==> config.mk <==
export PLATFORM = sky130hd
export DESIGN_NAME = cache_req_decode
export DESIGN_NICKNAME = d
export VERILOG_FILES = /design/src/logic/cache_pkg.sv /design/src/logic/cache_req_decode.sv
export SDC_FILE = /design/constraint.sdc
export NUM_CORES = 1
export LEC_CHECK = 0
export BUFFER_PORTS_ARGS = -buffer_cell sky130_fd_sc_hd__buf_2
export CAP_MARGIN = 20
export CORE_MARGIN = 5
export CORE_UTILIZATION = 43
export DETAILED_ROUTE_END_ITERATION = 7
export GPL_ROUTABILITY_DRIVEN = 0
export PLACE_DENSITY = 0.86
export SLEW_MARGIN = 10
export SYNTH_ARGS = -nofsm -noshare
export SYNTH_HDL_FRONTEND = slang
export SYNTH_SLANG_ARGS = --single-unit
==> constraint.sdc <==
create_clock -name clka -period 1.1 [get_ports clka]
set_clock_uncertainty 0.1 [all_clocks]
set_input_delay 0.11 -clock clka [delete_from_list [all_inputs] [get_ports clka]]
set_output_delay 0.11 -clock clka [all_outputs]
set_load 0.02 [all_outputs]
==> src/logic/cache_pkg.sv <==
`default_nettype none

package cache_pkg;

    //////////////////////////////////////////////////
    // Geometry
    //////////////////////////////////////////////////

    localparam int ADDR_W        = 32;
    localparam int WORD_W        = 32;
    localparam int TAG_W         = 20;
    localparam int INDEX_W       = 8;
    localparam int WORD_SEL_W    = 2;
    // Byte bits below the word select, ignored
    localparam int BYTE_SEL_W    = ADDR_W - TAG_W - INDEX_W - WORD_SEL_W;
    localparam int LINE_OFFSET_W = WORD_SEL_W + BYTE_SEL_W;
    localparam int LINE_W        = WORD_W * (2 ** WORD_SEL_W);
    localparam int LINE_DEPTH    = 2 ** INDEX_W;
    // Valid bit on top of the tag
    localparam int TAGV_W        = TAG_W + 1;
    localparam int LINE_ADDR_W   = TAG_W + INDEX_W;

    //////////////////////////////////////////////////
    // Address views
    //////////////////////////////////////////////////

    // Lookup view
    typedef struct packed {
        logic [TAG_W-1:0]      tag;
        logic [INDEX_W-1:0]    index;
        logic [WORD_SEL_W-1:0] word_sel;
        logic [BYTE_SEL_W-1:0] byte_sel;
    } cache_addr_f_t;

    // Memory port view
    typedef struct packed {
        logic [LINE_ADDR_W-1:0]   line_addr;
        logic [LINE_OFFSET_W-1:0] offset;
    } cache_addr_l_t;

    typedef union packed {
        logic [ADDR_W-1:0] raw;
        cache_addr_f_t     f;
        cache_addr_l_t     l;
    } cache_addr_u;

    //////////////////////////////////////////////////
    // Payloads between blocks
    //////////////////////////////////////////////////

    typedef struct packed {
        logic              write;
        cache_addr_u       addr;
        logic [WORD_W-1:0] wdata;
    } cache_req_t;

    typedef struct packed {
        logic                  write;
        logic [TAG_W-1:0]      tag;
        logic [INDEX_W-1:0]    index;
        logic [WORD_SEL_W-1:0] word_sel;
        logic [WORD_W-1:0]     wdata;
    } lookup_ctl_t;

    typedef struct packed {
        logic                   write;
        logic [LINE_ADDR_W-1:0] line_addr;
        logic [WORD_SEL_W-1:0]  word_sel;
        logic [WORD_W-1:0]      wdata;
    } mem_req_t;

    typedef struct packed {
        logic                  write;
        logic                  hit;
        logic [WORD_SEL_W-1:0] word_sel;
        logic [LINE_W-1:0]     line;
    } resp_info_t;

    typedef struct packed {
        logic [WORD_W-1:0] rdata;
        logic              hit;
        logic              write;
    } cache_resp_t;

endpackage

`default_nettype wire

==> src/logic/cache_req_decode.sv <==
`timescale 1ns/1ps
`default_nettype none

module cache_req_decode
    import cache_pkg::*;
(
    input  logic               clka,
    input  logic               arst_n,
    input  logic               req_valid,
    input  cache_req_t         req,
    input  logic               rsp_done,
    output logic               ctl_valid,
    output lookup_ctl_t        ctl,
    output logic [INDEX_W-1:0] rd_index
);

    // Request accepted, response not yet seen
    logic inflight_q;

    //////////////////////////////////////////////////
    // Strobe and in-flight tracking
    //////////////////////////////////////////////////

    always_ff @(posedge clka or negedge arst_n) begin
        if (!arst_n) begin
            ctl_valid  <= 1'b0;
            inflight_q <= 1'b0;
        end else begin
            ctl_valid <= req_valid;
            // New strobe wins over a response in the same cycle
            if (req_valid) begin
                inflight_q <= 1'b1;
            end else if (rsp_done) begin
                inflight_q <= 1'b0;
            end
        end
    end

    //////////////////////////////////////////////////
    // Address split
    //////////////////////////////////////////////////

    // Held until the next strobe, lookup reads it for the whole miss
    always_ff @(posedge clka) begin
        if (req_valid) begin
            ctl.write    <= req.write;
            ctl.tag      <= req.addr.f.tag;
            ctl.index    <= req.addr.f.index;
            ctl.word_sel <= req.addr.f.word_sel;
            ctl.wdata    <= req.wdata;
        end
    end

    // Index goes to both RAMs, captured there on the next edge
    assign rd_index = ctl.index;

    // No strobe while busy, except in the response cycle itself
    a_no_req_in_flight: assert property (
        @(posedge clka) disable iff (!arst_n)
        req_valid |-> (!inflight_q || rsp_done)
    ) else $error("request strobed while a request is in flight");

endmodule

`default_nettype wire

==> impl_metrics.prom <==
# TYPE chip_impl_metric gauge
chip_impl_info{name="timing_worst_setup_path_type",value="register to output port"} 1
chip_impl_metric{name="rows",unit=""} 24
chip_impl_metric{name="pint",unit="W"} 0.00446
chip_impl_metric{name="cap_violations",unit=""} 0
chip_impl_metric{name="multi_input_comb_cells",unit=""} 0
chip_impl_metric{name="setup-violations-final",unit=""} 33
chip_impl_metric{name="coreArea",unit="µm²"} 4410
chip_impl_metric{name="syn_area",unit="µm²"} 1980
chip_impl_metric{name="synthToLayoutAreaGrowth",unit="%"} 94.7
chip_impl_metric{name="h_tree_lvls",unit=""} 3
chip_impl_metric{name="gr-total-overflow",unit=""} 0
chip_impl_metric{name="grt_start_max_net_pins",unit=""} 37
chip_impl_metric{name="postRouteWirelength",unit="mm"} 8.04
chip_impl_metric{name="floorplan.die.height",unit="µm"} 77.8
chip_impl_metric{name="post_cts.repair.setup_buffers",unit=""} 0
chip_impl_metric{name="number_of_design_rule_violations_left_by_the_first_detailed_router_iteration",unit=""} 158
chip_impl_metric{name="clk_pin_slew_worst_paths",unit="ps"} 90
chip_impl_metric{name="routedWlPerCell",unit="µm"} 23.8
chip_impl_metric{name="route.detailed.drc",unit=""} 0
chip_impl_info{name="layout_commonest_cell",value="sky130_fd_sc_hd__buf_2"} 1
chip_impl_metric{name="initial_util",unit="%"} 44.8
chip_impl_metric{name="synth_fp_nets",unit=""} 141
chip_impl_metric{name="timing.fmax",unit="GHz"} 0.823
chip_impl_metric{name="worst_slack",unit="ps"} -116
chip_impl_info{name="crit_path_cell_trace",value="buf_2"} 1
chip_impl_metric{name="p_leak",unit="nW"} 1.65
chip_impl_metric{name="postRouteAntennaNets",unit=""} 0
chip_impl_metric{name="comb_power_share",unit="%"} 17.4
chip_impl_metric{name="synth.yosys.warnings",unit=""} 0
chip_impl_metric{name="cts_num_sinks",unit=""} 64
chip_impl_metric{name="drive_above_1_share",unit="%"} 53.9
chip_impl_info{name="failed_checks",value="negative setup slack"} 1
chip_impl_metric{name="wp_data_arrival",unit="ps"} 1010
chip_impl_metric{name="drt_first_pass_iters",unit=""} 4
chip_impl_info{name="run_status",value="complete, but fails checks"} 1
chip_impl_metric{name="critical_path_buf_inv_count",unit=""} 1
chip_impl_metric{name="synth_fa_ha_area_share",unit="%"} 0
chip_impl_metric{name="postSynthCellCount",unit=""} 72
chip_impl_metric{name="timing.critical_path.fanout_max",unit=""} 2
chip_impl_info{name="hp-class",value="primary input to register"} 1
chip_impl_info{name="rsz_0062_raised_after_global_routing",value="true"} 1
chip_impl_info{name="worstSetupStartpointType",value="register"} 1
chip_impl_metric{name="cts_made_buffers",unit=""} 9
chip_impl_metric{name="num-fill-cells",unit=""} 166
chip_impl_metric{name="dieWidth",unit="µm"} 77.8
chip_impl_metric{name="final_layout_setup_total_negative_slack",unit="ps"} -1210
chip_impl_metric{name="share_seq_of_total_power",unit="%"} 50.0
chip_impl_metric{name="report.final.slew_viol_count",unit=""} 0
chip_impl_metric{name="grt_pass1_wl",unit="mm"} 9.86
chip_impl_metric{name="cpPeakStageDelay",unit="ps"} 460
chip_impl_metric{name="final_hold_viol_count",unit=""} 0
chip_impl_metric{name="worst-slew-pin-transition",unit="ps"} 202
chip_impl_metric{name="grt_antenna_before_repair",unit=""} 1
chip_impl_metric{name="power_switching",unit="W"} 0.00156
chip_impl_metric{name="power_frac_clock",unit="%"} 32.7
chip_impl_info{name="hp-start",value="req_valid"} 1
chip_impl_metric{name="layout_worst_path_cycle_share",unit="%"} 111
chip_impl_info{name="final_cell_mix",value="sky130_fd_sc_hd__buf_2, sky130_fd_sc_hd__dlygate4sd3_1, sky130_fd_sc_hd__edfxtp_1"} 1
chip_impl_info{name="ctsRootBufferMaster",value="sky130_fd_sc_hd__clkbuf_8"} 1
chip_impl_info{name="cts_tree",value="yes"} 1
chip_impl_metric{name="via_count_of_the_first_global_routing_pass",unit=""} 1723
chip_impl_metric{name="worst_ep_required_time",unit="ps"} 890
chip_impl_metric{name="ys_types",unit=""} 3
chip_impl_metric{name="die_area",unit="µm²"} 6050
chip_impl_metric{name="grt.total_usage",unit="%"} 22.6
chip_impl_metric{name="yosys-mux-area-fraction",unit="%"} 0
chip_impl_metric{name="relSlewSlack",unit="%"} 86.5
chip_impl_info{name="synth_top_family_by_area",value="buffers and inverters"} 1
chip_impl_metric{name="synth_xor_xnor_area_share",unit="%"} 0
chip_impl_metric{name="clockBufferDepth",unit=""} 2
chip_impl_metric{name="ir_drop_worst_case_vdd",unit="V"} 0.00115
chip_impl_metric{name="synth-simple-area-share",unit="%"} 0
chip_impl_info{name="cp_top_family",value="flip-flops"} 1
chip_impl_metric{name="boundaryPins",unit=""} 141
chip_impl_metric{name="compound_gate_fraction_of_synth_area",unit="%"} 0
chip_impl_metric{name="preCtsSetupSlack",unit="ps"} 208
chip_impl_info{name="cpMaxStageDelayCell",value="sky130_fd_sc_hd__edfxtp_1"} 1
chip_impl_metric{name="switching_share",unit="%"} 25.9
chip_impl_metric{name="worst_hold_path.num_cells",unit=""} 2
chip_impl_metric{name="multi_input_comb_area",unit="µm²"} 0
chip_impl_metric{name="average_cell_area_after_synthesis",unit="µm²"} 27.5
chip_impl_metric{name="power.density_cell_area",unit="nW/µm²"} 1560
chip_impl_metric{name="num_vias",unit=""} 1661
chip_impl_info{name="hold_end",value="ctl_valid$_DFF_PN0_"} 1
chip_impl_metric{name="vias_per_cell",unit=""} 4.91
chip_impl_metric{name="post-route-min-period",unit="ps"} 1220
chip_impl_metric{name="port_buffers",unit=""} 137
chip_impl_info{name="critical_path.endpoint_type",value="output port"} 1
chip_impl_metric{name="nNetsFinal",unit=""} 348
chip_impl_metric{name="synth-seq-area-share",unit="%"} 97.0
chip_impl_metric{name="synth-seq-cells",unit=""} 64
## cell families (layout without fill, tap and decap cells)
logic type             after synthesis  count (layout)
buffers and inverters                8             220
flip-flops                          64              64
other                                0               2
## timing repair
item	in CTS	in global routing
endpoints found under the setup margin	14	59
hold buffers	65	0
pin swaps	0	0
endpoints found under the hold margin	64	0
gates resized for setup	6	90
## per-stage QoR
step                hold slack (ps)  total power, W  util, %  area [µm²]  cells
CTS                            39.0         0.00571     80.7        3560    336
finish                         55.2         0.00602     87.2        3850    338
global route                   49.7         0.00621     87.2        3850    337
floorplan                      -286         0.00331        -        1980     72
global placement               -214         0.00363     61.3        2710    255
detailed placement             -214         0.00366     61.3        2710    255
## how the worst max path moves through the flow
stage | startpoint | end | slack (ps) | cells after the start
2_1_floorplan | rd_index[0]$_DFFE_PP_ | rd_index[0] | 220 | 1
3_3_place_gp | req_valid | ctl[51]$_DFFE_PP_ | 220 | 2
3_5_place_dp | req_valid | ctl[10]$_DFFE_PP_ | 210 | 2
4_1_cts | rd_index[5]$_DFFE_PP_ | rd_index[5] | -20 | 1
5_1_grt | rd_index[4]$_DFFE_PP_ | rd_index[4] | -130 | 1
6_report | rd_index[5]$_DFFE_PP_ | rd_index[5] | -120 | 1
## Yosys cell counts, drive strengths merged
cell type | number | area [µm²]
buf | 8 | 60.1
dfrtp | 1 | 25.0
edfxtp | 63 | 1890
## registers in the layout, indices dropped and copies added, names as in the netlist
name,cells
ctl,55
ctl_valid,1
rd_index,8
## layout make-up
class	count	area (µm²)	share of cell area, %
Antenna cell	2	5.00	0.130
Clock buffer	9	124	3.22
Clock inverter	7	62.6	1.62
Sequential cell	64	1920	49.8
Tap cell	52	65.1	1.69
Timing Repair Buffer	204	1680	43.5
## layer usage
layer  wire length, µm  GRT usage (%)
met5                 0              0
met4               198           8.25
met1              2660           20.4
met2              4450           45.1
met3               732           7.41
## power groups by stage
| stage | logic [W] | registers (W) | clock network [W] |
|---|---|---|---|
| 6_report | 0.00104 | 0.00301 | 0.00197 |
| 4_1_cts | 0.000866 | 0.00295 | 0.00190 |
| 2_1_floorplan | 0.0000624 | 0.00325 | 0 |
| 3_3_place_gp | 0.000652 | 0.00298 | 0 |
| 5_1_grt | 0.00109 | 0.00302 | 0.00210 |
| 3_5_place_dp | 0.000670 | 0.00299 | 0 |
Power figures use the tool's default switching activity.
