**src/logic/cache_pkg.sv**
```systemverilog
`default_nettype none

package cache_pkg;

    //////////////////////////////////////////////////
    // Geometry
    //////////////////////////////////////////////////

    localparam int ADDR_W        = 32;
    localparam int WORD_W        = 32;
    localparam int TAG_W         = 20;
    localparam int INDEX_W       = 8;
    localparam int WORD_SEL_W    = 2;
    // Byte bits below the word select, ignored
    localparam int BYTE_SEL_W    = ADDR_W - TAG_W - INDEX_W - WORD_SEL_W;
    localparam int LINE_OFFSET_W = WORD_SEL_W + BYTE_SEL_W;
    localparam int LINE_W        = WORD_W * (2 ** WORD_SEL_W);
    localparam int LINE_DEPTH    = 2 ** INDEX_W;
    // Valid bit on top of the tag
    localparam int TAGV_W        = TAG_W + 1;
    localparam int LINE_ADDR_W   = TAG_W + INDEX_W;

    //////////////////////////////////////////////////
    // Address views
    //////////////////////////////////////////////////

    // Lookup view
    typedef struct packed {
        logic [TAG_W-1:0]      tag;
        logic [INDEX_W-1:0]    index;
        logic [WORD_SEL_W-1:0] word_sel;
        logic [BYTE_SEL_W-1:0] byte_sel;
    } cache_addr_f_t;

    // Memory port view
    typedef struct packed {
        logic [LINE_ADDR_W-1:0]   line_addr;
        logic [LINE_OFFSET_W-1:0] offset;
    } cache_addr_l_t;

    typedef union packed {
        logic [ADDR_W-1:0] raw;
        cache_addr_f_t     f;
        cache_addr_l_t     l;
    } cache_addr_u;

    //////////////////////////////////////////////////
    // Payloads between blocks
    //////////////////////////////////////////////////

    typedef struct packed {
        logic              write;
        cache_addr_u       addr;
        logic [WORD_W-1:0] wdata;
    } cache_req_t;

    typedef struct packed {
        logic                  write;
        logic [TAG_W-1:0]      tag;
        logic [INDEX_W-1:0]    index;
        logic [WORD_SEL_W-1:0] word_sel;
        logic [WORD_W-1:0]     wdata;
    } lookup_ctl_t;

    typedef struct packed {
        logic                   write;
        logic [LINE_ADDR_W-1:0] line_addr;
        logic [WORD_SEL_W-1:0]  word_sel;
        logic [WORD_W-1:0]      wdata;
    } mem_req_t;

    typedef struct packed {
        logic                  write;
        logic                  hit;
        logic [WORD_SEL_W-1:0] word_sel;
        logic [LINE_W-1:0]     line;
    } resp_info_t;

    typedef struct packed {
        logic [WORD_W-1:0] rdata;
        logic              hit;
        logic              write;
    } cache_resp_t;

endpackage

`default_nettype wire

```
**src/logic/cache_lookup.sv**
```systemverilog
`timescale 1ns/1ps
`default_nettype none

module cache_lookup
    import cache_pkg::*;
(
    input  logic               clka,
    input  logic               arst_n,
    input  logic               ctl_valid,
    input  lookup_ctl_t        ctl,
    input  logic [TAGV_W-1:0]  tagv_q,
    input  logic [LINE_W-1:0]  line_q,
    input  logic               mem_rsp_valid,
    input  logic [LINE_W-1:0]  mem_rsp_line,
    output logic               tagv_we,
    output logic               data_we,
    output logic [INDEX_W-1:0] wr_index,
    output logic [TAGV_W-1:0]  tagv_d,
    output logic [LINE_W-1:0]  line_d,
    output logic               mem_req_valid,
    output mem_req_t           mem_req,
    output logic               info_valid,
    output resp_info_t         resp_info,
    output logic               busy
);

    typedef enum logic [1:0] {
        ST_IDLE,
        ST_COMPARE,
        ST_REFILL
    } state_t;

    state_t            state_q;
    state_t            state_d;
    cache_addr_u       cur_addr;
    logic              tag_valid;
    logic              hit;
    logic [LINE_W-1:0] line_merged;

    //////////////////////////////////////////////////
    // Tag compare and write merge
    //////////////////////////////////////////////////

    // RAM outputs are valid only in compare
    assign tag_valid = tagv_q[TAGV_W-1];
    assign hit       = tag_valid && (tagv_q[TAG_W-1:0] == ctl.tag);

    // Replace one word of the cached line
    always_comb begin
        line_merged = line_q;
        line_merged[ctl.word_sel*WORD_W +: WORD_W] = ctl.wdata;
    end

    // Rebuild the byte address to read it back as a line address
    always_comb begin
        cur_addr.f.tag      = ctl.tag;
        cur_addr.f.index    = ctl.index;
        cur_addr.f.word_sel = ctl.word_sel;
        cur_addr.f.byte_sel = '0;
    end

    //////////////////////////////////////////////////
    // Sequencer
    //////////////////////////////////////////////////

    always_ff @(posedge clka or negedge arst_n) begin
        if (!arst_n) begin
            state_q <= ST_IDLE;
        end else begin
            state_q <= state_d;
        end
    end

    always_comb begin
        state_d = state_q;
        unique case (state_q)
            ST_IDLE: begin
                if (ctl_valid) begin
                    state_d = ST_COMPARE;
                end
            end
            ST_COMPARE: begin
                // Only a read miss waits for memory
                if (!ctl.write && !hit) begin
                    state_d = ST_REFILL;
                end else begin
                    state_d = ST_IDLE;
                end
            end
            ST_REFILL: begin
                if (mem_rsp_valid) begin
                    state_d = ST_IDLE;
                end
            end
            default: begin
                state_d = ST_IDLE;
            end
        endcase
    end

    // Busy from the decode strobe until the response is registered
    assign busy = ctl_valid || (state_q != ST_IDLE);

    //////////////////////////////////////////////////
    // RAM write ports
    //////////////////////////////////////////////////

    // Write hit touches data only
    // Refill writes both RAMs
    assign data_we  = ((state_q == ST_COMPARE) && ctl.write && hit)
                   || ((state_q == ST_REFILL) && mem_rsp_valid);
    assign tagv_we  = (state_q == ST_REFILL) && mem_rsp_valid;
    assign wr_index = ctl.index;
    assign tagv_d   = {1'b1, ctl.tag};
    assign line_d   = (state_q == ST_REFILL) ? mem_rsp_line : line_merged;

    //////////////////////////////////////////////////
    // Memory port
    //////////////////////////////////////////////////

    // Every write goes out to memory but a read only on a miss
    assign mem_req_valid     = (state_q == ST_COMPARE) && (ctl.write || !hit);
    assign mem_req.write     = ctl.write;
    assign mem_req.line_addr = cur_addr.l.line_addr;
    assign mem_req.word_sel  = ctl.word_sel;
    assign mem_req.wdata     = ctl.wdata;

    //////////////////////////////////////////////////
    // Hand-off to response
    //////////////////////////////////////////////////

    assign info_valid = ((state_q == ST_COMPARE) && (ctl.write || hit))
                     || ((state_q == ST_REFILL) && mem_rsp_valid);

    always_comb begin
        resp_info.word_sel = ctl.word_sel;
        if (state_q == ST_REFILL) begin
            resp_info.write = 1'b0;
            resp_info.hit   = 1'b0;
            resp_info.line  = mem_rsp_line;
        end else begin
            resp_info.write = ctl.write;
            resp_info.hit   = hit;
            resp_info.line  = line_q;
        end
    end

    // Memory must not answer what was never asked
    a_rsp_only_in_refill: assert property (
        @(posedge clka) disable iff (!arst_n)
        mem_rsp_valid |-> (state_q == ST_REFILL)
    ) else $error("memory response outside refill wait");

    // A RAM write is the last step of a request
    a_write_ends_request: assert property (
        @(posedge clka) disable iff (!arst_n)
        (tagv_we || data_we) |=> (state_q == ST_IDLE)
    ) else $error("RAM write not followed by idle");

endmodule

`default_nettype wire

```
**config.mk**
```make
export PLATFORM = sky130hd
export DESIGN_NAME = cache_lookup
export DESIGN_NICKNAME = d
export VERILOG_FILES = /design/src/logic/cache_pkg.sv /design/src/logic/cache_lookup.sv
export SDC_FILE = /design/constraint.sdc
export NUM_CORES = 1
export LEC_CHECK = 0
export ABC_AREA = 1
export BUFFER_PORTS_ARGS = -buffer_cell sky130_fd_sc_hd__buf_2
export CAP_MARGIN = 10
export CELL_PAD_IN_SITES_DETAIL_PLACEMENT = 1
export CELL_PAD_IN_SITES_GLOBAL_PLACEMENT = 1
export CORE_AREA = 2 2 275 277
export DETAILED_ROUTE_END_ITERATION = 10
export DIE_AREA = 0 0 277 279
export GPL_ROUTABILITY_DRIVEN = 0
export PLACE_DENSITY = 0.36
export SYNTH_ARGS = -nofsm -noshare
export SYNTH_HDL_FRONTEND = slang
export SYNTH_SLANG_ARGS = --single-unit
```
**constraint.sdc**
```tcl
create_clock -name clka -period 2.1 [get_ports clka]
set_input_delay 0.21 -clock clka [delete_from_list [all_inputs] [get_ports clka]]
set_output_delay 0.21 -clock clka [all_outputs]
set_load 0.05 [all_outputs]
```
==> flow_summary.toml <==
[floorplanning]
io_pins = 701
die_h_um = 279
die_w_um = 277
coreArea_um2 = 74100
start_util_pct = 7.80
die_area_um2 = 77300
floorplan.rows = 100

[synthesis]
yosys_warnings = 0
syn-instance-count = 1049
synth_flop_cell = "dfrtp_1"
synth_top_cell_by_area = "nand2_1"
synth.cell_area_um2 = 5780
syn-num-nets = 1398
ys_ff_latch = 2
synth_most_common_cell = "nand2_1"
synth.distinct_cells = 28
syn_area_per_cell_um2 = 5.51
synth_edf_count = 0
synthTopCellsByArea = "nand2_1, buf_4, inv_1"
yosysSeqAreaShare_pct = 0.866
yosysTopAreaCellShare_pct = 18.1
synthArstFlopShare_pct = 100
yosys-top-cells-count = "nand2_1, inv_1, o21ai_0"

[placement]
dp_cells = 2583
dp_hpwl_um = 44600
numPortBuffers = 675

[power]
total_power_w = 0.00702
p_leak_nw = 5.93
pwr_density_cell_nw_per_um2 = 623
ir_worst_vdd_uv = 278

[sta]
hold_viol_final = 0
clock.fmax_mhz = 482
setup_tns_ps = 0
clock_skew_ps = 0.419
finalCritPeriodShare_pct = 98.9
grt_setup_unrepaired = "yes"
slew_viol_final = 0
setup_violations = 0
period_minus_slack_ps = 2080

[finish]
top_register = "state_q"
final_cells = 2603
largest_reg_flops = 2
multi_input_area_um2 = 4240
fill_cells = 9277
layout_top_registers = "state_q (2)"
area_delta_synth_final_pct = 95.2
finalNetCount = 1981
seqCellArea_um2 = 50.0
drive_gt1_share_pct = 54.8

[min_path]
hp-class = "in2reg"
hold_path_startpoint = "ctl_valid"

[route]
top_layer_used = "met4"
dr.pass1.iters = 4
m1WireLength_um = 22900
wl_per_cell_um = 20.6
wl_met3_um = 2420
ant_nets = 0
vias_per_cell = 3.60
dr_total_vias = 9361
drc = 0
drt-total-wl_um = 53600
first_iter_violations = 256
wl_met2_um = 27000

[global_route]
grt_pass1_vias = 10205
grt_pass1_wl_um = 72800
grt_max_degree = 52
antenna_found_initial = 7
gr-total-overflow = 0
grtUsageTotal_pct = 12.8

[clock_tree]
cts_tree = "yes"
numCtsBuffers = 3
clock_sinks = 2
cts.htree.levels = 1
clk_latency_ps = 220
clockBufferDepth = 2
clk_pin_slew_ps = 30
clockRootBuffer = "clkbuf_16"

[setup_path]
cp.arrival_ps = 1870
cpMaxStageDelayCell = "dfrtp_1"
worstSetupStartpoint = "state_q[1]"
crit_type = "reg2out"
max_stage_delay_ps = 360
worstPathMaxFanout = 30
crit_chain = "inv_2 > nor2_4 > inv_6 > buf_12 > buf_4 > nand3_1 > o311ai_4 > buf_12"
r2r_start = "state_q[1]"
cp.required_ps = 1890
worst_setup_path_start_kind = "flop"
crit_family = "buffers and inverters"
cp_num_buf_inv = 5
critical_path.most_common_cell = "buf_12"
cp-end-kind = "output pin"

[run]
drv_cap = 0

[status]
status = "completed"
## final timing paths
kind / endpoint / slack (ps) / cells after the start
worst min-delay path: state_q[0] / 270 / 3
max in group asynchronous: state_q[1] / 1650 / 2
worst max-delay path: line_d[98] / 20 / 8
min in group asynchronous: state_q[0] / 350 / 2
worst max register to register: state_q[1] / 780 / 6
worst min register to register: state_q[0] / 480 / 1
## where the power goes
| part | switching (W) | total (W) | leakage [nW] | internal, W |
|---|---|---|---|---|
| Clock | 0.0000380 | 0.000280 | 0.0370 | 0.000242 |
| Combinational | 0.00479 | 0.00669 | 5.87 | 0.00191 |
| Sequential | 0.00000505 | 0.0000493 | 0.0259 | 0.0000442 |
## layout make-up
class                      instances  share of cell area, %
timing repair buffer             750                   44.2
multi-input combinational        690                   37.6
antenna                            4                 0.0888
inverter                         185                   6.27
sequential                         2                  0.444
clock buffer                       3                  0.666
tap                              969                   10.7
## stage by stage
| stage | utilization [%] | hold WS (ps) | setup WS (ps) | cell area [um^2] |
|---|---|---|---|---|
| detailed placement | 13.9 | 6.19 | -36.7 | 10300 |
| finish | 15.2 | 268 | 23.8 | 11300 |
| CTS | 14.5 | 270 | -53.8 | 10800 |
| floorplan | - | -85.6 | -276 | 6030 |
| global placement | 13.9 | 7.74 | -17.8 | 10300 |
| global route | 15.2 | 294 | -47.0 | 11300 |
## what timing repair did
item / 4_1_cts / 5_1_grt
cloned: 1 / 5
setup endpoints to repair: 111 / 212
hold endpoints to repair: 2 / 0
pin swaps: 1 / 2
buffers inserted: 1 / 5
resized for setup: 114 / 135
hold buffers: 1 / 0
## cell families (layout without fill, tap and decap cells)
group / after synthesis / count (layout) / synth area share [%]
AO/OA/AOI/OAI: 269 / 269 / 34.9
XOR/XNOR: 1 / 1 / 0.152
adder cells (fa/ha/maj): 5 / 5 / 1.08
buffers and inverters: 357 / 938 / 32.1
flip-flops: 2 / 2 / 0.866
other: 1 / 5 / 0.0649
AND/OR/NAND/NOR: 414 / 414 / 30.8
## routing by layer
layer  up-vias  global-route usage, %
met5         -                      0
met4         0                   3.18
met3        48                   1.77
met2       357                   23.3
met1      4413                   15.7
li1       4543                      -
## tightest hold or removal path, cell delays in order
cell,delay (ps)
buf_2,110
inv_1,70
nor3_1,50
## layout by cell type, fill, tap and decap left out, drive strengths merged
cell type    instances
o21bai               1
ha                   5
clkbuf              59
nand3               78
dfrtp                2
o311ai              74
xnor2                1
nor3                 1
a21oi               32
nor2                52
diode                4
o21ai              140
or2                  2
conb                 1
dlygate4sd3          1
o221ai              22
inv                185
buf                692
nand4                2
nand2              279
bufbuf               1
(Power assumes the default switching activity.)
