==> config.mk <==
export PLATFORM = sky130hd
export DESIGN_NAME = cache_resp
export DESIGN_NICKNAME = d
export VERILOG_FILES = /design/src/logic/cache_pkg.sv /design/src/logic/cache_resp.sv
export SDC_FILE = /design/constraint.sdc
export NUM_CORES = 1
export LEC_CHECK = 0
export BUFFER_PORTS_ARGS = -buffer_cell sky130_fd_sc_hd__buf_2
export CORE_ASPECT_RATIO = 1.2
export CORE_MARGIN = 2
export CORE_UTILIZATION = 29
export CTS_CLUSTER_DIAMETER = 200
export DETAILED_ROUTE_END_ITERATION = 8
export HOLD_SLACK_MARGIN = 0.06
export SLEW_MARGIN = 20
export SYNTH_ARGS = -nofsm -noshare
export SYNTH_HDL_FRONTEND = slang
export SYNTH_SLANG_ARGS = --single-unit
==> constraint.sdc <==
create_clock -name clka -period 0.8 [get_ports clka]
set_clock_uncertainty 0.1 [all_clocks]
set_input_delay 0.04 -clock clka [delete_from_list [all_inputs] [get_ports clka]]
set_output_delay 0.04 -clock clka [all_outputs]
set_load 0.02 [all_outputs]
==> src/logic/cache_pkg.sv <==
`default_nettype none

package cache_pkg;

    //////////////////////////////////////////////////
    // Geometry
    //////////////////////////////////////////////////

    localparam int ADDR_W        = 32;
    localparam int WORD_W        = 32;
    localparam int TAG_W         = 20;
    localparam int INDEX_W       = 8;
    localparam int WORD_SEL_W    = 2;
    // Byte bits below the word select, ignored
    localparam int BYTE_SEL_W    = ADDR_W - TAG_W - INDEX_W - WORD_SEL_W;
    localparam int LINE_OFFSET_W = WORD_SEL_W + BYTE_SEL_W;
    localparam int LINE_W        = WORD_W * (2 ** WORD_SEL_W);
    localparam int LINE_DEPTH    = 2 ** INDEX_W;
    // Valid bit on top of the tag
    localparam int TAGV_W        = TAG_W + 1;
    localparam int LINE_ADDR_W   = TAG_W + INDEX_W;

    //////////////////////////////////////////////////
    // Address views
    //////////////////////////////////////////////////

    // Lookup view
    typedef struct packed {
        logic [TAG_W-1:0]      tag;
        logic [INDEX_W-1:0]    index;
        logic [WORD_SEL_W-1:0] word_sel;
        logic [BYTE_SEL_W-1:0] byte_sel;
    } cache_addr_f_t;

    // Memory port view
    typedef struct packed {
        logic [LINE_ADDR_W-1:0]   line_addr;
        logic [LINE_OFFSET_W-1:0] offset;
    } cache_addr_l_t;

    typedef union packed {
        logic [ADDR_W-1:0] raw;
        cache_addr_f_t     f;
        cache_addr_l_t     l;
    } cache_addr_u;

    //////////////////////////////////////////////////
    // Payloads between blocks
    //////////////////////////////////////////////////

    typedef struct packed {
        logic              write;
        cache_addr_u       addr;
        logic [WORD_W-1:0] wdata;
    } cache_req_t;

    typedef struct packed {
        logic                  write;
        logic [TAG_W-1:0]      tag;
        logic [INDEX_W-1:0]    index;
        logic [WORD_SEL_W-1:0] word_sel;
        logic [WORD_W-1:0]     wdata;
    } lookup_ctl_t;

    typedef struct packed {
        logic                   write;
        logic [LINE_ADDR_W-1:0] line_addr;
        logic [WORD_SEL_W-1:0]  word_sel;
        logic [WORD_W-1:0]      wdata;
    } mem_req_t;

    typedef struct packed {
        logic                  write;
        logic                  hit;
        logic [WORD_SEL_W-1:0] word_sel;
        logic [LINE_W-1:0]     line;
    } resp_info_t;

    typedef struct packed {
        logic [WORD_W-1:0] rdata;
        logic              hit;
        logic              write;
    } cache_resp_t;

endpackage

`default_nettype wire

==> src/logic/cache_resp.sv <==
`timescale 1ns/1ps
`default_nettype none

module cache_resp
    import cache_pkg::*;
(
    input  logic        clka,
    input  logic        arst_n,
    input  logic        info_valid,
    input  resp_info_t  resp_info,
    output logic        rsp_valid,
    output cache_resp_t rsp
);

    // Word picked out of the forwarded line
    logic [WORD_W-1:0] word_sel_data;

    //////////////////////////////////////////////////
    // Word select
    //////////////////////////////////////////////////

    assign word_sel_data = resp_info.line[resp_info.word_sel*WORD_W +: WORD_W];

    //////////////////////////////////////////////////
    // Response register
    //////////////////////////////////////////////////

    always_ff @(posedge clka or negedge arst_n) begin
        if (!arst_n) begin
            rsp_valid <= 1'b0;
        end else begin
            rsp_valid <= info_valid;
        end
    end

    always_ff @(posedge clka) begin
        if (info_valid) begin
            // Writes return no data
            rsp.rdata <= resp_info.write ? '0 : word_sel_data;
            rsp.hit   <= resp_info.hit;
            rsp.write <= resp_info.write;
        end
    end

    // One request in flight, so never two responses back to back
    a_rsp_single_cycle: assert property (
        @(posedge clka) disable iff (!arst_n)
        rsp_valid |=> !rsp_valid
    ) else $error("rsp_valid high for two cycles");

endmodule

`default_nettype wire

==> flow_summary.yaml, run 1 <==
timing:
  hold_ws_ns: -0.00668
  slew_headroom_pct: 87.3
  hold_viol: 2
  max_freq_mhz: 1020
  layout_setup_ws_ns: -0.177
  period_minus_slack_ns: 0.977
  fin_crit_sh_pct: 122
  rsz0062_at_grt: "yes"
  finalSetupViolCount: 35
  slew_viol_final: 0
  setup_tns_ns: -5.23
  tightest_slew_ns: 0.187
layout:
  area_growth_pct: 69.2
  layout-drive-gt1-share_pct: 59.3
  utilization_pct: 50.6
  diodes: 0
  fillers: 610
  nNetsFinal: 461
worst_setup_path:
  crit_required_ns: 0.66
  crit_path_top_delay_cell: "edfxtp_1"
  path_class: "reg -> out"
  crit_family: "flip-flops"
  startpoint_type: "flip-flop"
  max_stage_delay_ns: 0.40
  cp_data_arrival_time_ns: 0.84
  worstSetupEndpointType: "primary output"
  crit_path_cell_trace: "buf_6"
  cp_num_buf_inv: 1
  crit_fanout: 1
synthesis:
  async_flop_share_pct: 2.86
  synth_edf_count: 34
  synth_area_sq_um: 2040
  yosysMostFrequentCell: "mux2i_1"
  yosys.area.top_type_share_pct: 50.1
  synth_warnings: 0
  ys_seq_area_share_pct: 51.4
  yosys-top-cells-area: "edfxtp_1, mux2i_1, o22ai_1, buf_6, dfrtp_1"
  ys_types: 9
  synthTopCellsByCount: "mux2i_1, edfxtp_1, o22ai_1, buf_6, clkbuf_1"
  ys_ff_latch: 35
  postSynthCellCount: 147
  syn_nets: 282
  synth.avg_cell_area_sq_um: 13.9
  synth-main-ff-cell: "edfxtp_1"
  synth_top_area_cell: "edfxtp_1"
route:
  drt_iter0_drc: 86
  antenna_left: 0
  drc_errors: 0
  via_count: 1970
  wl_um: 6160
  drtPass1Iterations: 6
  avgRoutedWirePerCell_um: 14.9
  avgViaCountPerCell: 4.76
power_and_ir_drop:
  peakVddDrop_mv: 1.09
  p_per_area_nw_per_um2: 1640
  leakagePower_nw: 1.68
  total_power_mw: 5.65
floorplan:
  core-area_sq_um: 6810
  die_area_sq_um: 7710
  num_rows: 33
  initial_core_util_pct: 29.9
  die_height_um: 95.8
  die_w_um: 80.5
  ioPinCount: 170
worst_hold_path:
  hold_path.class: "in -> reg"
clock_network:
  cts_tree: "done"
  cts.sinks: 35
  ctsHoldBuffers: 4
  cts_root_buf: "clkbuf_8"
  clk_pin_slew_ns: 0.07
  h-tree-depth: 2
  numCtsBuffers: 5
  clk_path_buf_depth: 2
outcome:
  violations: "hold timing, setup timing"
  status: "finished with violations"
run:
  maxCapViolCount: 0
grt:
  grt_antenna_before_repair: 0
  grt_max_degree: 19
  grt_pass1_wl_um: 8760
  grt_pass1_vias: 1953
  grt_usage_pct: 14.8
  overflow: 0
place:
  dp_hpwl_um: 4390
  io_buffer_count: 169
  place_congestion: 0.737
-- stage by stage --
| stage | cells | worst slack (ns) | area, sq um |
|---|---|---|---|
| final | 414 | -0.177 | 3450 |
| after global routing | 414 | -0.222 | 3450 |
| after CTS | 413 | -0.190 | 3280 |
| after detailed placement | 398 | -0.334 | 2980 |
| after global placement | 398 | -0.289 | 2980 |
| after floorplan | 147 | -0.122 | 2070 |
-- per-layer routing --
metal | track usage, % | routed length (um) | vias up
met4 | 5.65 | 130 | 0
met5 | 0 | 0 | -
met2 | 28.5 | 3440 | 98
li1 | - | - | 955
met3 | 3.66 | 492 | 13
met1 | 15.1 | 2100 | 904
-- sequential cells by signal, summed over array words and instances (netlist names) --
| name | count |
|---|---|
| rsp | 34 |
| rsp_valid | 1 |
-- power breakdown --
group	switching, mW	internal, mW	leakage, nW
Combinational	0.674	0.810	1.28
Clock	0.655	1.24	0.0644
Sequential	0.0616	2.21	0.339
Total	1.39	4.26	1.68
-- cell families (layout without fill, tap and decap cells) --
family / count (synthesis) / in the layout / share of synthesized area [%]
buffers and inverters: 14 / 194 / 6.70
flip-flops: 35 / 35 / 51.4
multiplexers: 64 / 64 / 31.4
AO/OA/AOI/OAI: 32 / 32 / 9.83
AND/OR/NAND/NOR: 2 / 2 / 0.676
-- what timing repair did --
action	in CTS	in global routing
gates resized for setup	17	44
endpoints found under the setup margin	39	38
setup buffers	0	0
hold endpoints to repair	36	28
cloned	3	1
-- cell usage in the layout, fill, tap and decap left out --
master,count
buf_12,5
bufinv_16,2
dfrtp_1,1
buf_4,5
o22ai_2,1
edfxtp_1,34
or2b_1,1
mux2i_2,3
or2_1,1
mux2i_1,61
dlygate4sd3_1,4
clkbuf_16,1
clkbuf_8,5
buf_16,3
clkinvlp_4,1
o22ai_1,31
buf_6,25
buf_2,143
-- layout make-up --
type                       count  area (sq um)  share of cell area, %
timing repair buffer         186          1280                   37.2
sequential                    35          1050                   30.4
multi-input combinational     98           872                   25.3
tap                           87           109                   3.16
clock buffer                   5          68.8                   2.00
clock inverter                 3          67.6                   1.96
-- final timing paths --
kind,startpoint,to,slack [ns],cells past startpoint
max,rsp[10],rsp[10],-0.18,1
min,info_valid,rsp_valid,-0.007,2
max in group asynchronous,arst_n,rsp_valid,0.02,3
min in group asynchronous,arst_n,rsp_valid,0.50,3
Power figures use the tool's default switching activity.
==> run 2: changes to the inputs <==
Settings changed: CORE_UTILIZATION 29 to 42, PLACE_DENSITY set to 0.86.
==> flow_summary.yaml, run 2 (synthesis gave the netlist of run 1 again) <==
layout:
  final_cell_mix: "buf_2, mux2i_1, edfxtp_1"
  multi_input_area_sq_um: 878
  area_growth_pct: 67.4
  final_cells: 384
  largest-register: "rsp"
  fin_area_sq_um: 3410
  largest_register_ff_count: 34
  top_regs: "rsp x34, rsp_valid x1"
  diodes: 0
  seqCellArea_sq_um: 1050
  layout-drive-gt1-share_pct: 59.5
  fillers: 315
  nNetsFinal: 460
  final_common_cell: "buf_2"
  utilization_pct: 73.7
route:
  antenna_left: 0
  drtPass1Iterations: 4
  avgRoutedWirePerCell_um: 16.4
  avgViaCountPerCell: 5.22
  drc_errors: 0
  wl_um: 6310
  via_count: 2005
  drt_iter0_drc: 73
grt:
  grt_pass1_vias: 1979
  grt_antenna_before_repair: 0
  grt_pass1_wl_um: 8910
  grt_max_degree: 33
  grt_usage_pct: 22.4
  overflow: 0
place:
  place_congestion: 0.841
  dp_hpwl_um: 4540
  post_dp_cell_area_sq_um: 2950
  placed_cells: 369
  io_buffer_count: 169
  dp_slack_ns: -0.323
timing:
  tightest_slew_ns: 0.196
  fin_crit_sh_pct: 122
  layout_setup_ws_ns: -0.176
  hold_viol: 1
  rsz0062_at_grt: "yes"
  finalSetupViolCount: 35
  setup_tns_ns: -5.21
  slew_viol_final: 0
  slew_headroom_pct: 86.7
  max_freq_mhz: 1020
  period_minus_slack_ns: 0.976
  hold_ws_ns: -0.0317
worst_setup_path:
  worstSetupEndpointType: "primary output"
  crit_required_ns: 0.66
  cp_num_buf_inv: 1
  startpoint_type: "flip-flop"
  cp_data_arrival_time_ns: 0.84
  crit_path_top_delay_cell: "edfxtp_1"
  crit_family: "flip-flops"
  crit_path_cell_trace: "buf_6"
  crit_fanout: 1
  max_stage_delay_ns: 0.41
  path_class: "reg -> out"
clock_network:
  cts_setup_buffers: 0
  cts_tree: "done"
  ctsHoldBuffers: 4
  numCtsBuffers: 5
  clk_pin_slew_ns: 0.07
  cts.sinks: 35
  cts_root_buf: "clkbuf_8"
  clk_path_buf_depth: 2
  h-tree-depth: 2
power_and_ir_drop:
  leakagePower_nw: 1.68
  peakVddDrop_mv: 1.14
  p_per_area_nw_per_um2: 1530
outcome:
  violations: "hold timing, setup timing"
  status: "finished with violations"
worst_hold_path:
  hold_path.class: "in -> async"
floorplan:
  initial_core_util_pct: 44.0
  core-area_sq_um: 4630
  die_w_um: 67.6
  num_rows: 27
  die_area_sq_um: 5430
  ioPinCount: 170
  die_height_um: 80.3
run:
  maxCapViolCount: 0
## run 2: worst paths after layout
kind                               start         to  slack [ns]  cells after the start
max in group asynchronous         arst_n  rsp_valid        0.55                      2
min in group clka          resp_info[46]    rsp[16]        0.01                      3
worst max-delay path             rsp[18]    rsp[18]       -0.18                      1
worst min-delay path              arst_n  rsp_valid       -0.03                      2
## run 2: layer usage
metal | routed length [um] | vias to the layer above | track usage (%)
li1 | - | 953 | -
met1 | 2240 | 936 | 23.3
met2 | 3470 | 104 | 41.4
met3 | 471 | 12 | 6.86
met4 | 131 | 0 | 7.55
met5 | 0 | - | 0
## run 2: repair_timing
| item | CTS | global route |
|---|---|---|
| endpoints found under the setup margin | 42 | 41 |
| resized for setup | 34 | 36 |
| hold endpoints to repair | 33 | 17 |
| gates cloned | 3 | 1 |
## run 2: metrics by stage
stage | hold slack [ns] | power [mW]
finish | -0.0317 | 5.20
global route | -0.00680 | 5.41
CTS | 0.00212 | 5.10
detailed placement | -0.285 | 3.55
global placement | -0.284 | 3.51
floorplan | -0.356 | 2.98
## run 2: final cells by class
cell class / instances / area share [%]
clock buffers: 8 / 2.93
multi-input cells: 98 / 25.8
well taps: 58 / 2.13
repair buffers: 185 / 38.5
flip-flops and latches: 35 / 30.7
## run 2: power by group
part / internal, mW / switching, mW
clock: 0.786 / 0.609
sequential: 2.21 / 0.0712
combinational: 0.838 / 0.690
total: 3.83 / 1.37
